===== config.mk =====
export PLATFORM = sky130hd
export DESIGN_NAME = retire_counter
export DESIGN_NICKNAME = d
export VERILOG_FILES = /design/src/hdl/mips_pkg.sv /design/src/hdl/retire_counter.sv
export VERILOG_INCLUDE_DIRS = /design/src /design/src/include
export SDC_FILE = /design/constraint.sdc
export NUM_CORES = 1
export LEC_CHECK = 0
export BUFFER_PORTS_ARGS = -buffer_cell sky130_fd_sc_hd__buf_4
export CORE_ASPECT_RATIO = 1.4
export CORE_UTILIZATION = 40
export DETAILED_ROUTE_END_ITERATION = 8
export PLACE_DENSITY = 0.78
export SLEW_MARGIN = 10
export SYNTH_ARGS = -nofsm -noshare
export SYNTH_HDL_FRONTEND = slang
export SYNTH_SLANG_ARGS = --single-unit

===== constraint.sdc =====
create_clock -name clk -period 3.15 [get_ports clk]
set_clock_uncertainty 0.05 [all_clocks]
set_input_delay 0.1575 -clock clk [delete_from_list [all_inputs] [get_ports clk]]
set_output_delay 0.1575 -clock clk [all_outputs]
set_load 0.03 [all_outputs]

===== src/include/mips_settings.svh =====
`ifndef MIPS_SETTINGS_SVH
`define MIPS_SETTINGS_SVH

// Architectural sizes
`define MIPS_REG_COUNT 32
`define MIPS_DATA_WIDTH 32
`define MIPS_REG_ADDR_WIDTH 5

// Trace queue holds 2**depth_log2 records
`define MIPS_TRACE_DEPTH_LOG2 6

`endif


===== src/hdl/mips_pkg.sv =====
`include "mips_settings.svh"

package mips_pkg;

    // ======================================================================
    // Datapath types
    // ======================================================================

    typedef logic [`MIPS_DATA_WIDTH-1:0] word_t;

    // One register write from a retiring instruction
    typedef struct packed {
        logic                            wen;
        logic [`MIPS_REG_ADDR_WIDTH-1:0] addr;
        word_t                           data;
    } rf_w_t;

    // ======================================================================
    // Trace control
    // ======================================================================

    typedef enum logic [1:0] {
        TRACE_IDLE   = 2'd0,
        TRACE_ACTIVE = 2'd1,
        TRACE_DRAIN  = 2'd2
    } trace_state_t;

endpackage


===== src/hdl/retire_counter.sv =====
`timescale 1ns/10ps

module retire_counter (
    input  logic                  clk,
    input  logic                  reset,
    input  mips_pkg::rf_w_t [1:0] rfw,
    output mips_pkg::word_t       count
);

    logic [1:0] lanes;

    // Number of lanes writing this cycle
    assign lanes = rfw[1].wen + rfw[0].wen;

    always_ff @(posedge clk, posedge reset)
    begin
        if (reset)
            count <= '0;
        else
            count <= count + lanes;
    end

endmodule


Word level (Yosys, flattened, before mapping)
Index checks and enable logic that the tools add are counted.
{"block": "totals", "output_inout_bits": 32, "word_cells": 3, "reg_bits": 32}
{"block": "op_classes", "add_sub_neg": 2}
{"cell": "adder 32 x 2 -> 32 bit", "count": 1}
{"cell": "adder 1 x 1 -> 2 bit", "count": 1}

Depth between registers and ports, before layout
{"block": "logic_depth", "word_depth": 2, "mapped_depth": 8}

Worst setup path before layout
No wires, ideal clock.
{"block": "synth_path", "kind": "flip-flop to flip-flop", "start": "register count[0]", "end": "register count[20]", "slack_ps": 981, "path_stages_with_launch": 9, "synth_period_minus_slack_ps": 2169, "t_required_ps": 2965, "setup_ps": 135, "arrival_time_ps": 1984, "path_cell_list": "dfrtp_1 -> inv_1 -> fa_1 -> inv_1 -> ha_1 -> nand3_1 -> nor2_1 -> nand4_1 -> xnor2_1"}
{"block": "synth_via", "elab_chain_len": 1}
{"element": "start, declared", "line_no": "retire_counter.sv:7", "source": "output mips_pkg::word_t count"}
{"element": "start signal, assigned", "line_no": "retire_counter.sv:20", "source": "count <= count + lanes;"}
{"element": "adder 32 x 2 -> 32 bit", "line_no": "retire_counter.sv:20"}
No other way between the ends.

Worst setup path in the final report
{"block": "layout_path", "start": "register count[0]", "end": "register count[15]"}
Same word-level chain as after synthesis.

==> Flow_metrics.wiki <==
{| class="wikitable"
! Metric !! Value
|-
| Status || finished, final reports clean
|-
| Kind of capture point of the worst setup path || flip-flop
|-
| Cts bufs inserted || 5
|-
| Number of hold buffers added after CTS || 1
|-
| Drt first pass iters || 2
|-
| Cell with the biggest individual delay on the critical path || nor2_1
|-
| Largest registers || count: 32 flops
|-
| Htree depth || 2
|-
| Area growth, synth to finish || 28.4%
|-
| Number of slew-limit violations in the final report || 0
|-
| Count of pins on the block boundary || 110
|-
| Quantity of gates resized following cts || 0
|-
| Synthesized instance count || 125
|-
| Cell internal pwr || 0.762 mW
|-
| CTS tree || done
|-
| Maximum vdd ir drop || 451 uV
|-
| Critical setup path kind || flip-flop to flip-flop
|-
| Clock tree root driver cell || clkbuf_8
|-
| Number of sinks on the clock net || 32
|-
| Number of warnings issued by yosys || 0
|-
| Slew of the pin with the lowest slew margin || 0.879 ns
|-
| Hold/Removal Path Class || input port to flip-flop
|-
| Count of antenna diodes in the layout || 0
|-
| Overall Global Routing Usage || 0.179
|-
| Relative slew slack || 0.412
|-
| Setup-failing EPs final || 0
|-
| Clock insertion delay at the later pin of the skew report || 0.29 ns
|-
| Top sig layer || met4
|-
| Aggregate negative setup slack || 0 ns
|-
| Count of routing violations after the opening detailed-route iteration || 27
|-
| Net count, final || 246
|-
| PnR Total Power || 1.14 mW
|-
| Power density of the placed cells || 611 mW/mm2
|-
| Startpoint Class || flip-flop
|-
| Per-instance average area after synthesis || 11.6 um2
|-
| Wire length on met3 || 145 um
|-
| Number of failing hold endpoints at the final stage || 0
|-
| Max incr delay on CP || 0.72 ns
|-
| Arrival time worst endpoint || 2.42 ns
|-
| Unrepaired setup endpoints after global routing || false
|-
| Port Buf Inserts || 35
|-
| Fraction of power consumed by the clock network || 0.294
|-
| Final core occ || 0.547
|-
| RD Place Congestion || 0.752
|-
| Via count of the first global-routing pass || 1091
|-
| Number of remaining DRC errors || 0
|-
| Vias per Instance || 5.15
|-
| Average wire length per cell after detail routing || 13.5 um
|-
| Tcrit/Tclk final || 0.731
|-
| HPWL after detailed placement || 2.03 mm
|-
| First-pass GRT wire length || 4.91 mm
|-
| Initial cell density of the core || 0.426
|-
| Share of layout cells above drive strength 1 || 0.277
|-
| Part of the Yosys area used for sequential elements || 0.551
|-
| Core region area || 0.00341 mm2
|-
| Summed instance area of the synthesized netlist || 0.00145 mm2
|-
| Commonest non-fill, non-tap cells in the layout || buf_4 (36), dfrtp_1 (32), xnor2_1 (23)
|-
| Switching fraction of total power || 0.331
|-
| Data required time of the worst path || 3.26 ns
|-
| Maximum number of buffers from clock root to sink || 2
|-
| Register with the most flip-flops || count
|-
| Routed vias || 1060
|-
| Overall die width || 52.9 um
|-
| Crit path time final || 2.30 ns
|-
| CTS clock-pin slew for the worst setup and hold paths || 0.06 ns
|-
| Commonest non-fill, non-tap cell in the layout || buf_4
|-
| Leakage || 0.932 nW
|-
| Routed met1 length || 1.16 mm
|-
| Power share of the combinational group || 0.241
|-
| Wirelength, routed || 2.78 mm
|-
| Sequential cell fraction of total power || 0.465
|-
| Cell-by-cell listing of the critical path || inv_1, fa_1, nand4b_1, nor2_1, nand4_1, xnor2_1
|-
| Number of antenna violations at the first check in global routing || 0
|-
| Crit Path Max Fanout || 12
|-
| Post-CTS setup buffers || 0
|-
| Routed length on met2 || 1.42 mm
|-
| Post-synthesis register bit count || 32
|-
| Number of flip-flops under the largest register name || 32
|-
| Max Freq || 434 MHz
|-
| Total number of placement rows || 25
|-
| Number of library cell types mapped by synthesis || 19
|-
| Switching power total || 0.378 mW
|-
| Number of nets in the synthesized netlist || 205
|-
| GRT Residual Overflow || 0
|-
| Residual antenna-violating net count after detailed routing || 0
|-
| Die Ht || 73.3 um
|-
| Die area || 0.00388 mm2
|-
| Maximum number of pins on one net before global-route repair || 33
|-
| Max_cap viols || 0
|}
cell usage after synthesis (all sizes together):
master | instances | area, um2
nor2 | 6 | 22.5
ha | 1 | 12.5
and3 | 8 | 50.1
fa | 1 | 20.0
xnor2 | 23 | 201
dfrtp | 32 | 801
inv | 7 | 26.3
nand3 | 10 | 50.1
nor3 | 2 | 15.0
nand4 | 13 | 96.3
nand4b | 3 | 26.3
clkbuf | 1 | 3.75
and4 | 1 | 8.76
xor2 | 7 | 61.3
nor4 | 1 | 21.3
buf | 2 | 10.0
nand2 | 7 | 26.3
logic make-up (layout without fill, tap and decap cells):
group,count (synthesis),after routing,synth area share
and+or+nand+nor,51,51,0.218
DFF,32,32,0.551
xor gates and xnor gates,30,30,0.181
buffers and inverters,10,51,0.0276
adders and majority gates,2,2,0.0224
power groups by stage:
stage	Combinational (mW)	Sequential [mW]	Clock, mW
2_1_floorplan	0.0815	0.625	0
3_3_place_gp	0.272	0.534	0
3_5_place_dp	0.278	0.538	0
4_1_cts	0.281	0.531	0.343
5_1_grt	0.295	0.539	0.360
6_report	0.275	0.530	0.336
final cells by class:
type | count | area, um2
repair buffers | 37 | 280
well taps | 40 | 50.0
clock buffers | 7 | 96.3
fillers | 318 | 1540
multi-input cells | 83 | 612
flip-flops and latches | 32 | 801
inverters | 7 | 26.3
path summary, 6_finish.rpt:
check                           from        end  slack, ns  cells past startpoint
max                         count[0]  count[15]       0.85                      6
min                          rfw[75]   count[0]       0.22                      4
max reg2reg                 count[0]  count[15]       0.85                      6
min reg2reg                count[31]  count[31]       0.42                      1
max in group asynchronous      reset  count[22]       2.31                      4
min in group asynchronous      reset   count[0]       0.46                      4
layer usage:
metal / up-vias / global-route usage
li1: 507 / -
met1: 521 / 0.215
met2: 26 / 0.283
met3: 6 / 0.0663
met4: 0 / 0.0789
met5: - / 0
metrics by stage:
stage               cells  hold slack [ns]  setup WS [ns]  cell area [um2]
finish                206            0.217          0.848             1870
global route          206            0.262          0.664             1870
CTS                   206            0.223          0.851             1870
detailed placement    198            0.220          0.877             1760
global placement      198            0.216          0.910             1760
floorplan             125            0.224          0.981             1450
worst max-delay path, delay by kind of cell (launching register included):
family	cells	cell delay (ns)
adders and majority gates	1	0.38
xor gates and xnor gates	1	0.18
and+or+nand+nor	3	1.17
DFF	1	0.35
buffers and inverters	1	0.05
(Power assumes the default switching activity.)
