File: config.mk
export PLATFORM = sky130hd
export DESIGN_NAME = trace_ctrl
export DESIGN_NICKNAME = d
export VERILOG_FILES = /design/src/hdl/mips_pkg.sv /design/src/hdl/trace_ctrl.sv
export VERILOG_INCLUDE_DIRS = /design/src /design/src/include
export SDC_FILE = /design/constraint.sdc
export NUM_CORES = 1
export LEC_CHECK = 0
export BUFFER_PORTS_ARGS = -buffer_cell sky130_fd_sc_hd__buf_4
export CORE_AREA = 4 4 41 43
export DETAILED_ROUTE_END_ITERATION = 7
export DIE_AREA = 0 0 45 47
export PLACE_DENSITY = 0.3
export SYNTH_ARGS = -nofsm -noshare
export SYNTH_HDL_FRONTEND = slang
export SYNTH_SLANG_ARGS = --single-unit
export TNS_END_PERCENT = 5
File: constraint.sdc
create_clock -name clk -period 2.31 [get_ports clk]
set_input_delay 0.231 -clock clk [delete_from_list [all_inputs] [get_ports clk]]
set_output_delay 0.231 -clock clk [all_outputs]
set_load 0.02 [all_outputs]
File: src/include/mips_settings.svh
`ifndef MIPS_SETTINGS_SVH
`define MIPS_SETTINGS_SVH

// Architectural sizes
`define MIPS_REG_COUNT 32
`define MIPS_DATA_WIDTH 32
`define MIPS_REG_ADDR_WIDTH 5

// Trace queue holds 2**depth_log2 records
`define MIPS_TRACE_DEPTH_LOG2 6

`endif

File: src/hdl/mips_pkg.sv
`include "mips_settings.svh"

package mips_pkg;

    // ======================================================================
    // Datapath types
    // ======================================================================

    typedef logic [`MIPS_DATA_WIDTH-1:0] word_t;

    // One register write from a retiring instruction
    typedef struct packed {
        logic                            wen;
        logic [`MIPS_REG_ADDR_WIDTH-1:0] addr;
        word_t                           data;
    } rf_w_t;

    // ======================================================================
    // Trace control
    // ======================================================================

    typedef enum logic [1:0] {
        TRACE_IDLE   = 2'd0,
        TRACE_ACTIVE = 2'd1,
        TRACE_DRAIN  = 2'd2
    } trace_state_t;

endpackage

File: src/hdl/trace_ctrl.sv
`timescale 1ns/10ps

module trace_ctrl (
    input  logic                   clk,
    input  logic                   reset,
    input  logic                   trace_start,
    input  logic                   trace_stop,
    input  logic                   queue_empty,
    output logic                   trace_enq,
    output mips_pkg::trace_state_t state
);

    import mips_pkg::*;

    trace_state_t state_next;

    always_ff @(posedge clk, posedge reset)
    begin
        if (reset)
            state <= TRACE_IDLE;
        else
            state <= state_next;
    end

    always_comb
    begin
        state_next = state;
        case (state)
            TRACE_IDLE:
            begin
                if (trace_start)
                    state_next = TRACE_ACTIVE;
            end
            TRACE_ACTIVE:
            begin
                if (trace_stop)
                    state_next = TRACE_DRAIN;
            end
            TRACE_DRAIN:
            begin
                // Start is not honoured until the queue has drained
                if (queue_empty)
                    state_next = TRACE_IDLE;
            end
            default:
            begin
                state_next = TRACE_IDLE;
            end
        endcase
    end

    // Only commits seen while active are traced
    assign trace_enq = (state == TRACE_ACTIVE);

endmodule

== Word-level counts from Yosys, hierarchy flattened ==
Cells that the tools add are included.

* Register bits: 2

* Muxes and demuxes: 4
* Reductions and logical operators: 2
* Equal/unequal tests: 5

{| class="wikitable"
|+ Operators with widths
! operator !! count
|-
| 2-bit 2-to-1 mux || 3
|-
| 2-bit != test (second input constant) || 3
|-
| 2-bit one-hot mux with 3 select lines || 1
|-
| 3-bit AND reduction || 1
|-
| 2-bit by 1-bit == test with 1-bit output (second input constant) || 1
|-
| 2-bit == test (second input constant) || 1
|-
| 2-bit zero test || 1
|}

== Depth between registers and ports, before layout ==
Gate-level depths: netlist of the first run.

* Depth after elaboration: 3
* Depth in mapped cells: 2

== Worst setup path before layout of the first run ==
OpenSTA, ideal clock, no wires.

* Path kind: flip-flop to flip-flop
* Start point: register state[0]
* End point: register state[1]
* Stages on the path, launching flop included: 3
* Path buffers: 0
* Path slack: 1272 ps
* Data required time: 2189 ps
* Arrival: 917 ps
* Period minus slack after synthesis: 1038 ps
* Setup time: 121 ps
* Cells stage by stage: dfrtp_1 nor2b_2 a22o_1

* Word-level cells in the longest chain between the ends: 3

{| class="wikitable"
|+ RTL lines
! what !! line !! source
|-
| from (decl) || trace_ctrl.sv:10 || <nowiki>output mips_pkg::trace_state_t state</nowiki>
|-
| from (signal assigned) || trace_ctrl.sv:22 || <nowiki>state <= state_next;</nowiki>
|-
| 2-bit by 1-bit == test with 1-bit output (*) || -- ||
|-
| via trace_enq || trace_ctrl.sv:9 || <nowiki>output logic trace_enq,</nowiki>
|-
| 2-bit != test (no source line) || -- ||
|-
| 3-bit AND reduction (no source line) || -- ||
|}

The timed path passes the listed nets; every way through them passes the cells marked *.
A chain may end at the register's enable or synchronous reset.

== Worst setup path after layout of the first run ==
* Start point: register state[0]
* End point: output trace_enq

* Word-level cells in the longest chain between the ends: 1

{| class="wikitable"
|+ RTL lines
! what !! line !! source
|-
| 2-bit by 1-bit == test with 1-bit output || trace_ctrl.sv:53 || <nowiki>assign trace_enq = (state == TRACE_ACTIVE);</nowiki>
|-
| to (decl) || trace_ctrl.sv:9 ||
|}

Every way passes these cells.

==> reports/metrics.csv, run 1 <==
metric,value,unit
Largest register FFs,2,
Syn Area/Cell,10.8,um^2
clock sinks,2,
cells after synthesis,9,
routability cong.,0.600,
proportion of layout cells with a drive suffix above 1,60.0,%
Required @ worst endpoint,2080,ps
Post-CTS Setup Inserts,0,
clock slew at reported path FFs,30,ps
Critical Path End,trace_enq,
largest net degree at the start of global routing,6,
CTS tree,yes,
wire per inst,8.20,um
max-cap viol count,0,
R2R Setup Slk,1400,ps
final setup margin,1130,ps
die footprint,2120,um^2
"EDFF count, synth",0,
Final Max Slew Viols,0,
Die Wd,45,um
Post-Syn Nets,14,
Worst Setup SP,state[0]$_DFFE_PP0P_,
residual DRC count,0,
ranking of synthesized cells by area,"dfrtp_1 51%, a21oi_2 9.0%, a22o_1 9.0%",
Setup Skew,1.20,ps
Synth cell types,8,
Reg-to-Reg Start,state[0]$_DFFE_PP0P_,
FF-to-FF End,state[1]$_DFFE_PP0P_,
setup violation total in the final timing report,0,
core area,1300,um^2
H-tree levels,1,
crit path time final,1180,ps
critical hold path startpoint,trace_stop,
P&R area growth vs syn,106,%
Diodes inserted,0,
Seq cells post-synth,2,
Die Ht,47,um
worst hold path type,input port to register,
clock insertion delay at the later pin of the skew report,220,ps
Via density,2.77,
Port Buffers,7,
Tot GR Track Use,3.72,%
initial antenna violation count,0,
Total Neg Setup Slack,0,ps
CP endpoint kind,output port,
"Cell Area, Synth",97.6,um^2
Top reg by flops,state,
Synth Flop Type,dfrtp_1,
CP max FO,5,
dominant cell type by area after synthesis,dfrtp_1,
total wire length,287,um
Ports,8,
Synth top area share,51.3,%
register area share after synthesis,51.3,%
Initial Util,7.50,%
most common cell in the netlist,dfrtp_1,
RSZ-0062 raised after global routing,no,
CTS Buf Count,3,
Synthesis Warnings,0,
startpoint class of the critical path,register,
crit path kind,register to output port,
Rows,13,
Power Dens Cells,1330,nW/um^2
Slew @ Worst Pin,160,ps
first-pass GRT wire length,441,um
outcome,finished clean,
fin crit share,51.0,%
Lkg Pwr,0.0999,nW
Final Hold Viols,0,
final net count,27,
top flop regs,state (2),
DR pass1 iterations,2,
via count,97,
reg2reg path depth,2,
vias in the first global route,113,
placed inst area,169,um^2
Async SR Flop Fraction,100,%
crit path DAT,950,ps
Clock Path Buffers,2,
relative slew slack,89.3,%
starting DRC count in detailed routing,1,
fmax,0.849,GHz
Routed Antenna Nets,0,
CTS root buffer,clkbuf_4,
dpl ws,1360,ps
Detail Placement HPWL,219,um
GRT overflow,0,
final instance area,201,um^2
VDD IR max,0.237,mV
## logic make-up (layout without fill, tap and decap cells)
group	after synthesis	count (layout)	share of synthesized area [%]
AO/OA/AOI/OAI	2	2	18.0
buffers and inverters	1	12	3.84
flip-flops	2	2	51.3
AND/OR/NAND/NOR	4	4	26.9
## final cells by class
class / count / area (um^2)
Fill cell: 158 / 1100
Timing Repair Buffer: 8 / 62.6
Sequential cell: 2 / 50.0
Multi-Input combinational cell: 6 / 43.8
Clock buffer: 3 / 22.5
Tap cell: 15 / 18.8
Inverter: 1 / 3.75
## worst max-delay path, stage by stage (launching register included)
cell and delay [ps]:
dfrtp_1 400, nor2b_2 170, buf_4 160
## worst min path at each step
stage | end | cells after the start
2_1_floorplan | state[0]$_DFFE_PP0P_ | 1
3_3_place_gp | state[0]$_DFFE_PP0P_ | 2
3_5_place_dp | state[0]$_DFFE_PP0P_ | 2
4_1_cts | state[1]$_DFFE_PP0P_ | 2
5_1_grt | state[1]$_DFFE_PP0P_ | 2
6_report | state[1]$_DFFE_PP0P_ | 2
## report_power, final
| part | switching (W) | internal (W) | total, W |
|---|---|---|---|
| clock | 0.0000196 | 0.0000573 | 0.0000769 |
| combinational | 0.0000587 | 0.0000612 | 0.000120 |
| sequential | 0.0000192 | 0.0000515 | 0.0000707 |
| total | 0.0000975 | 0.000170 | 0.000268 |
## cell usage in the layout (no fill, tap or decap)
master / netlist / final
nor2b_2: 1 / 1
nor2_1: 1 / 1
nand2b_1: 1 / 1
buf_4: 0 / 7
inv_1: 1 / 1
a22o_1: 1 / 1
dfrtp_1: 2 / 2
dlygate4sd3_1: 0 / 1
clkbuf_4: 0 / 3
or2b_1: 1 / 1
a21oi_2: 1 / 1
## what timing repair did
item | 4_1_cts | 5_1_grt
hold endpoints to repair | 2 | 0
resized for setup | 0 | 0
hold buffers | 1 | 0
## layer usage
metal	routed length, um	track usage (%)	share of wire, %	up-vias
met4	0	5.26	0	0
met1	137	3.19	48	38
met5	0	0	0	-
met2	94	2.54	33	7
li1	-	-	-	52
met3	55	5.75	19	0
## through the flow
| stage | power (W) | util (%) | hold WS [ps] | std cells |
|---|---|---|---|---|
| after detailed placement | 0.000192 | 13.0 | 98.0 | 31 |
| after CTS | 0.000275 | 15.5 | 239 | 35 |
| after global routing | 0.000288 | 15.5 | 245 | 35 |
| final | 0.000268 | 15.5 | 249 | 35 |
| after global placement | 0.000192 | 13.0 | 94.8 | 31 |
| after floorplan | 0.000137 | - | -27.8 | 9 |
Note: power is estimated with default switching activity, not from simulation.
==> run 2, diff against run 1 <==
- clock period: 2.31 -> 1 ns (I/O delays scaled with it)
==> run 2 against run 1 <==
Against the previous run: the flow now finishes with violations (negative setup slack); clock power increased to 2.7 times the previous value; sequential cell count unchanged; via count increased by 24%; sequential share of layout area decreased by 2.1 points; die area unchanged; final area increased by 15%; combinational power increased to 3.2 times the previous value; clock-buffer cell count increased by 1; power increased to 2.8 times the previous value; final cell count increased by 8.6%.
==> reports/metrics.csv, run 2 (synthesized netlist as in run 1, its figures left out) <==
metric,value,unit,change
crit path buf inv count,1,,unchanged
residual DRC count,0,,unchanged
crit path DAT,910,ps,was 950 ps
Clock Path Buffers,2,,unchanged
fin crit share,101,%,
Routed Antenna Nets,0,,unchanged
Largest register FFs,2,,unchanged
DR pass1 iterations,3,,was 2
first-pass GRT wire length,510,um,was 441 um
GRT overflow,0,,unchanged
Detail Placement HPWL,237,um,was 219 um
vias in the first global route,139,,was 113
wire per inst,8.92,um,was 8.20 um
Final Max Slew Viols,0,,unchanged
clock insertion delay at the later pin of the skew report,230,ps,was 220 ps
Via density,3.16,,was 2.77
RSZ-0062 raised after global routing,yes,,was no
Die Wd,45,um,unchanged
CP max stage delay,420,ps,was 400 ps
crit path time final,1010,ps,
Ports,8,,unchanged
relative slew slack,92.9,%,was 89.3%
Setup Skew,2.40,ps,was 1.20 ps
Required @ worst endpoint,900,ps,was 2080 ps
DP Cell Count,31,,unchanged
clock sinks,2,,unchanged
clock slew at reported path FFs,30,ps,about the same
Top reg by flops,state,,unchanged
Lkg Pwr,0.113,nW,was 0.0999 nW
CTS tree,yes,,unchanged
final instance area,231,um^2,was 201 um^2
fmax,0.995,GHz,
"slowest stage cell, crit path",dfrtp_2,,was dfrtp_1
worst hold path type,input port to register,,unchanged
core area,1300,um^2,unchanged
routability cong.,0.622,,was 0.600
dpl ws,109,ps,was 1360 ps
max-cap viol count,0,,unchanged
total wire length,339,um,was 287 um
VDD IR max,0.588,mV,was 0.237 mV
via count,120,,was 97
cell class contributing the biggest share of worst-path delay,flip-flops,,unchanged
CTS root buffer,clkbuf_4,,unchanged
proportion of layout cells with a drive suffix above 1,69.6,%,was 60.0%
final setup margin,-5.07,ps,was 1130 ps
H-tree levels,1,,unchanged
Die Ht,47,um,unchanged
Finished Layout Cells,38,,was 35
fillers,155,,was 158
"commonest non-fill, non-tap cell in the layout",buf_4,,unchanged
crit path kind,register to output port,,unchanged
CP endpoint kind,output port,,unchanged
CP max FO,3,,was 5
outcome,"complete, but fails checks",,was finished clean
P&R area growth vs syn,137,%,was 106%
initial antenna violation count,0,,unchanged
Initial Util,7.50,%,unchanged
top flop regs,state (2),,unchanged
crit-path cells,nor2b_4 -> buf_6,,was nor2b_2 -> buf_4
most frequent cells in the layout,"8 x buf_4, 3 x clkbuf_4, 2 x dfrtp_2",,"was 7 x buf_4, 3 x clkbuf_4, 2 x dfrtp_1"
Util after Layout,17.8,%,was 15.5%
largest net degree at the start of global routing,4,,was 6
final net count,29,,was 27
Rows,13,,unchanged
failing checks,negative setup slack,,
placed inst area,175,um^2,was 169 um^2
die footprint,2120,um^2,unchanged
Power Dens Cells,3260,nW/um^2,was 1330 nW/um^2
Slew @ Worst Pin,106,ps,was 160 ps
setup violation total in the final timing report,1,,was 0
Tot GR Track Use,4.42,%,was 3.72%
Total Neg Setup Slack,-5.07,ps,was 0 ps
CTS Buf Count,3,,unchanged
Final Hold Viols,0,,unchanged
starting DRC count in detailed routing,3,,was 1
Port Buffers,7,,unchanged
Diodes inserted,0,,unchanged
startpoint class of the critical path,register,,unchanged
-- run 2: timing repair --
item	4_1_cts	5_1_grt
setup buffers	2	0
gates cloned	0	0
hold buffers	1	0
hold endpoints to repair	2	0
gates resized for setup	2	0
setup endpoints to repair	1	1
-- run 2: final timing paths --
kind	startpoint	to	slack, ps	cells after the start
min in group asynchronous	reset	state[0]$_DFFE_PP0P_	280	3
setup reg to reg	state[0]$_DFFE_PP0P_	state[0]$_DFFE_PP0P_	120	3
setup / recovery	state[1]$_DFFE_PP0P_	trace_enq	-5	2
max in group asynchronous	reset	state[1]$_DFFE_PP0P_	590	3
hold reg to reg	state[1]$_DFFE_PP0P_	state[0]$_DFFE_PP0P_	580	2
hold / removal	trace_stop	state[1]$_DFFE_PP0P_	120	2
-- run 2: layout make-up --
class / count / area [um^2] / share of cell area [%]
sequential: 2 / 52.6 / 22.7
tap: 15 / 18.8 / 8.11
timing repair buffer: 10 / 81.3 / 35.1
inverter: 1 / 3.75 / 1.62
multi-input combinational: 6 / 48.8 / 21.1
clock buffer: 4 / 26.3 / 11.4
-- run 2: metal layers --
layer  track usage (%)  up-vias  routed length [um]
met5                 0        -                   0
met2              5.93        9                 136
met4              7.02        0                  17
li1                  -       56                   -
met3              3.83        2                  71
met1              2.94       53                 113
-- run 2: power breakdown --
part	internal, W	switching [W]
combinational	0.000215	0.000165
sequential	0.000126	0.0000414
clock	0.000149	0.0000582
total	0.000490	0.000264
-- run 2: worst register-to-register path, delay by kind of cell (launching register included) --
kind	cells	cell delay, ps
AOI/OAI and AO/OA	1	120
buffers and inverters	1	140
and+or+nand+nor	1	150
DFF	1	400
-- run 2: metrics by stage --
step	hold slack [ps]	total power, W
after floorplan	-159	0.000345
after global placement	-35.1	0.000473
after detailed placement	-36.1	0.000476
after CTS	103	0.000767
after global routing	123	0.000798
final	117	0.000754
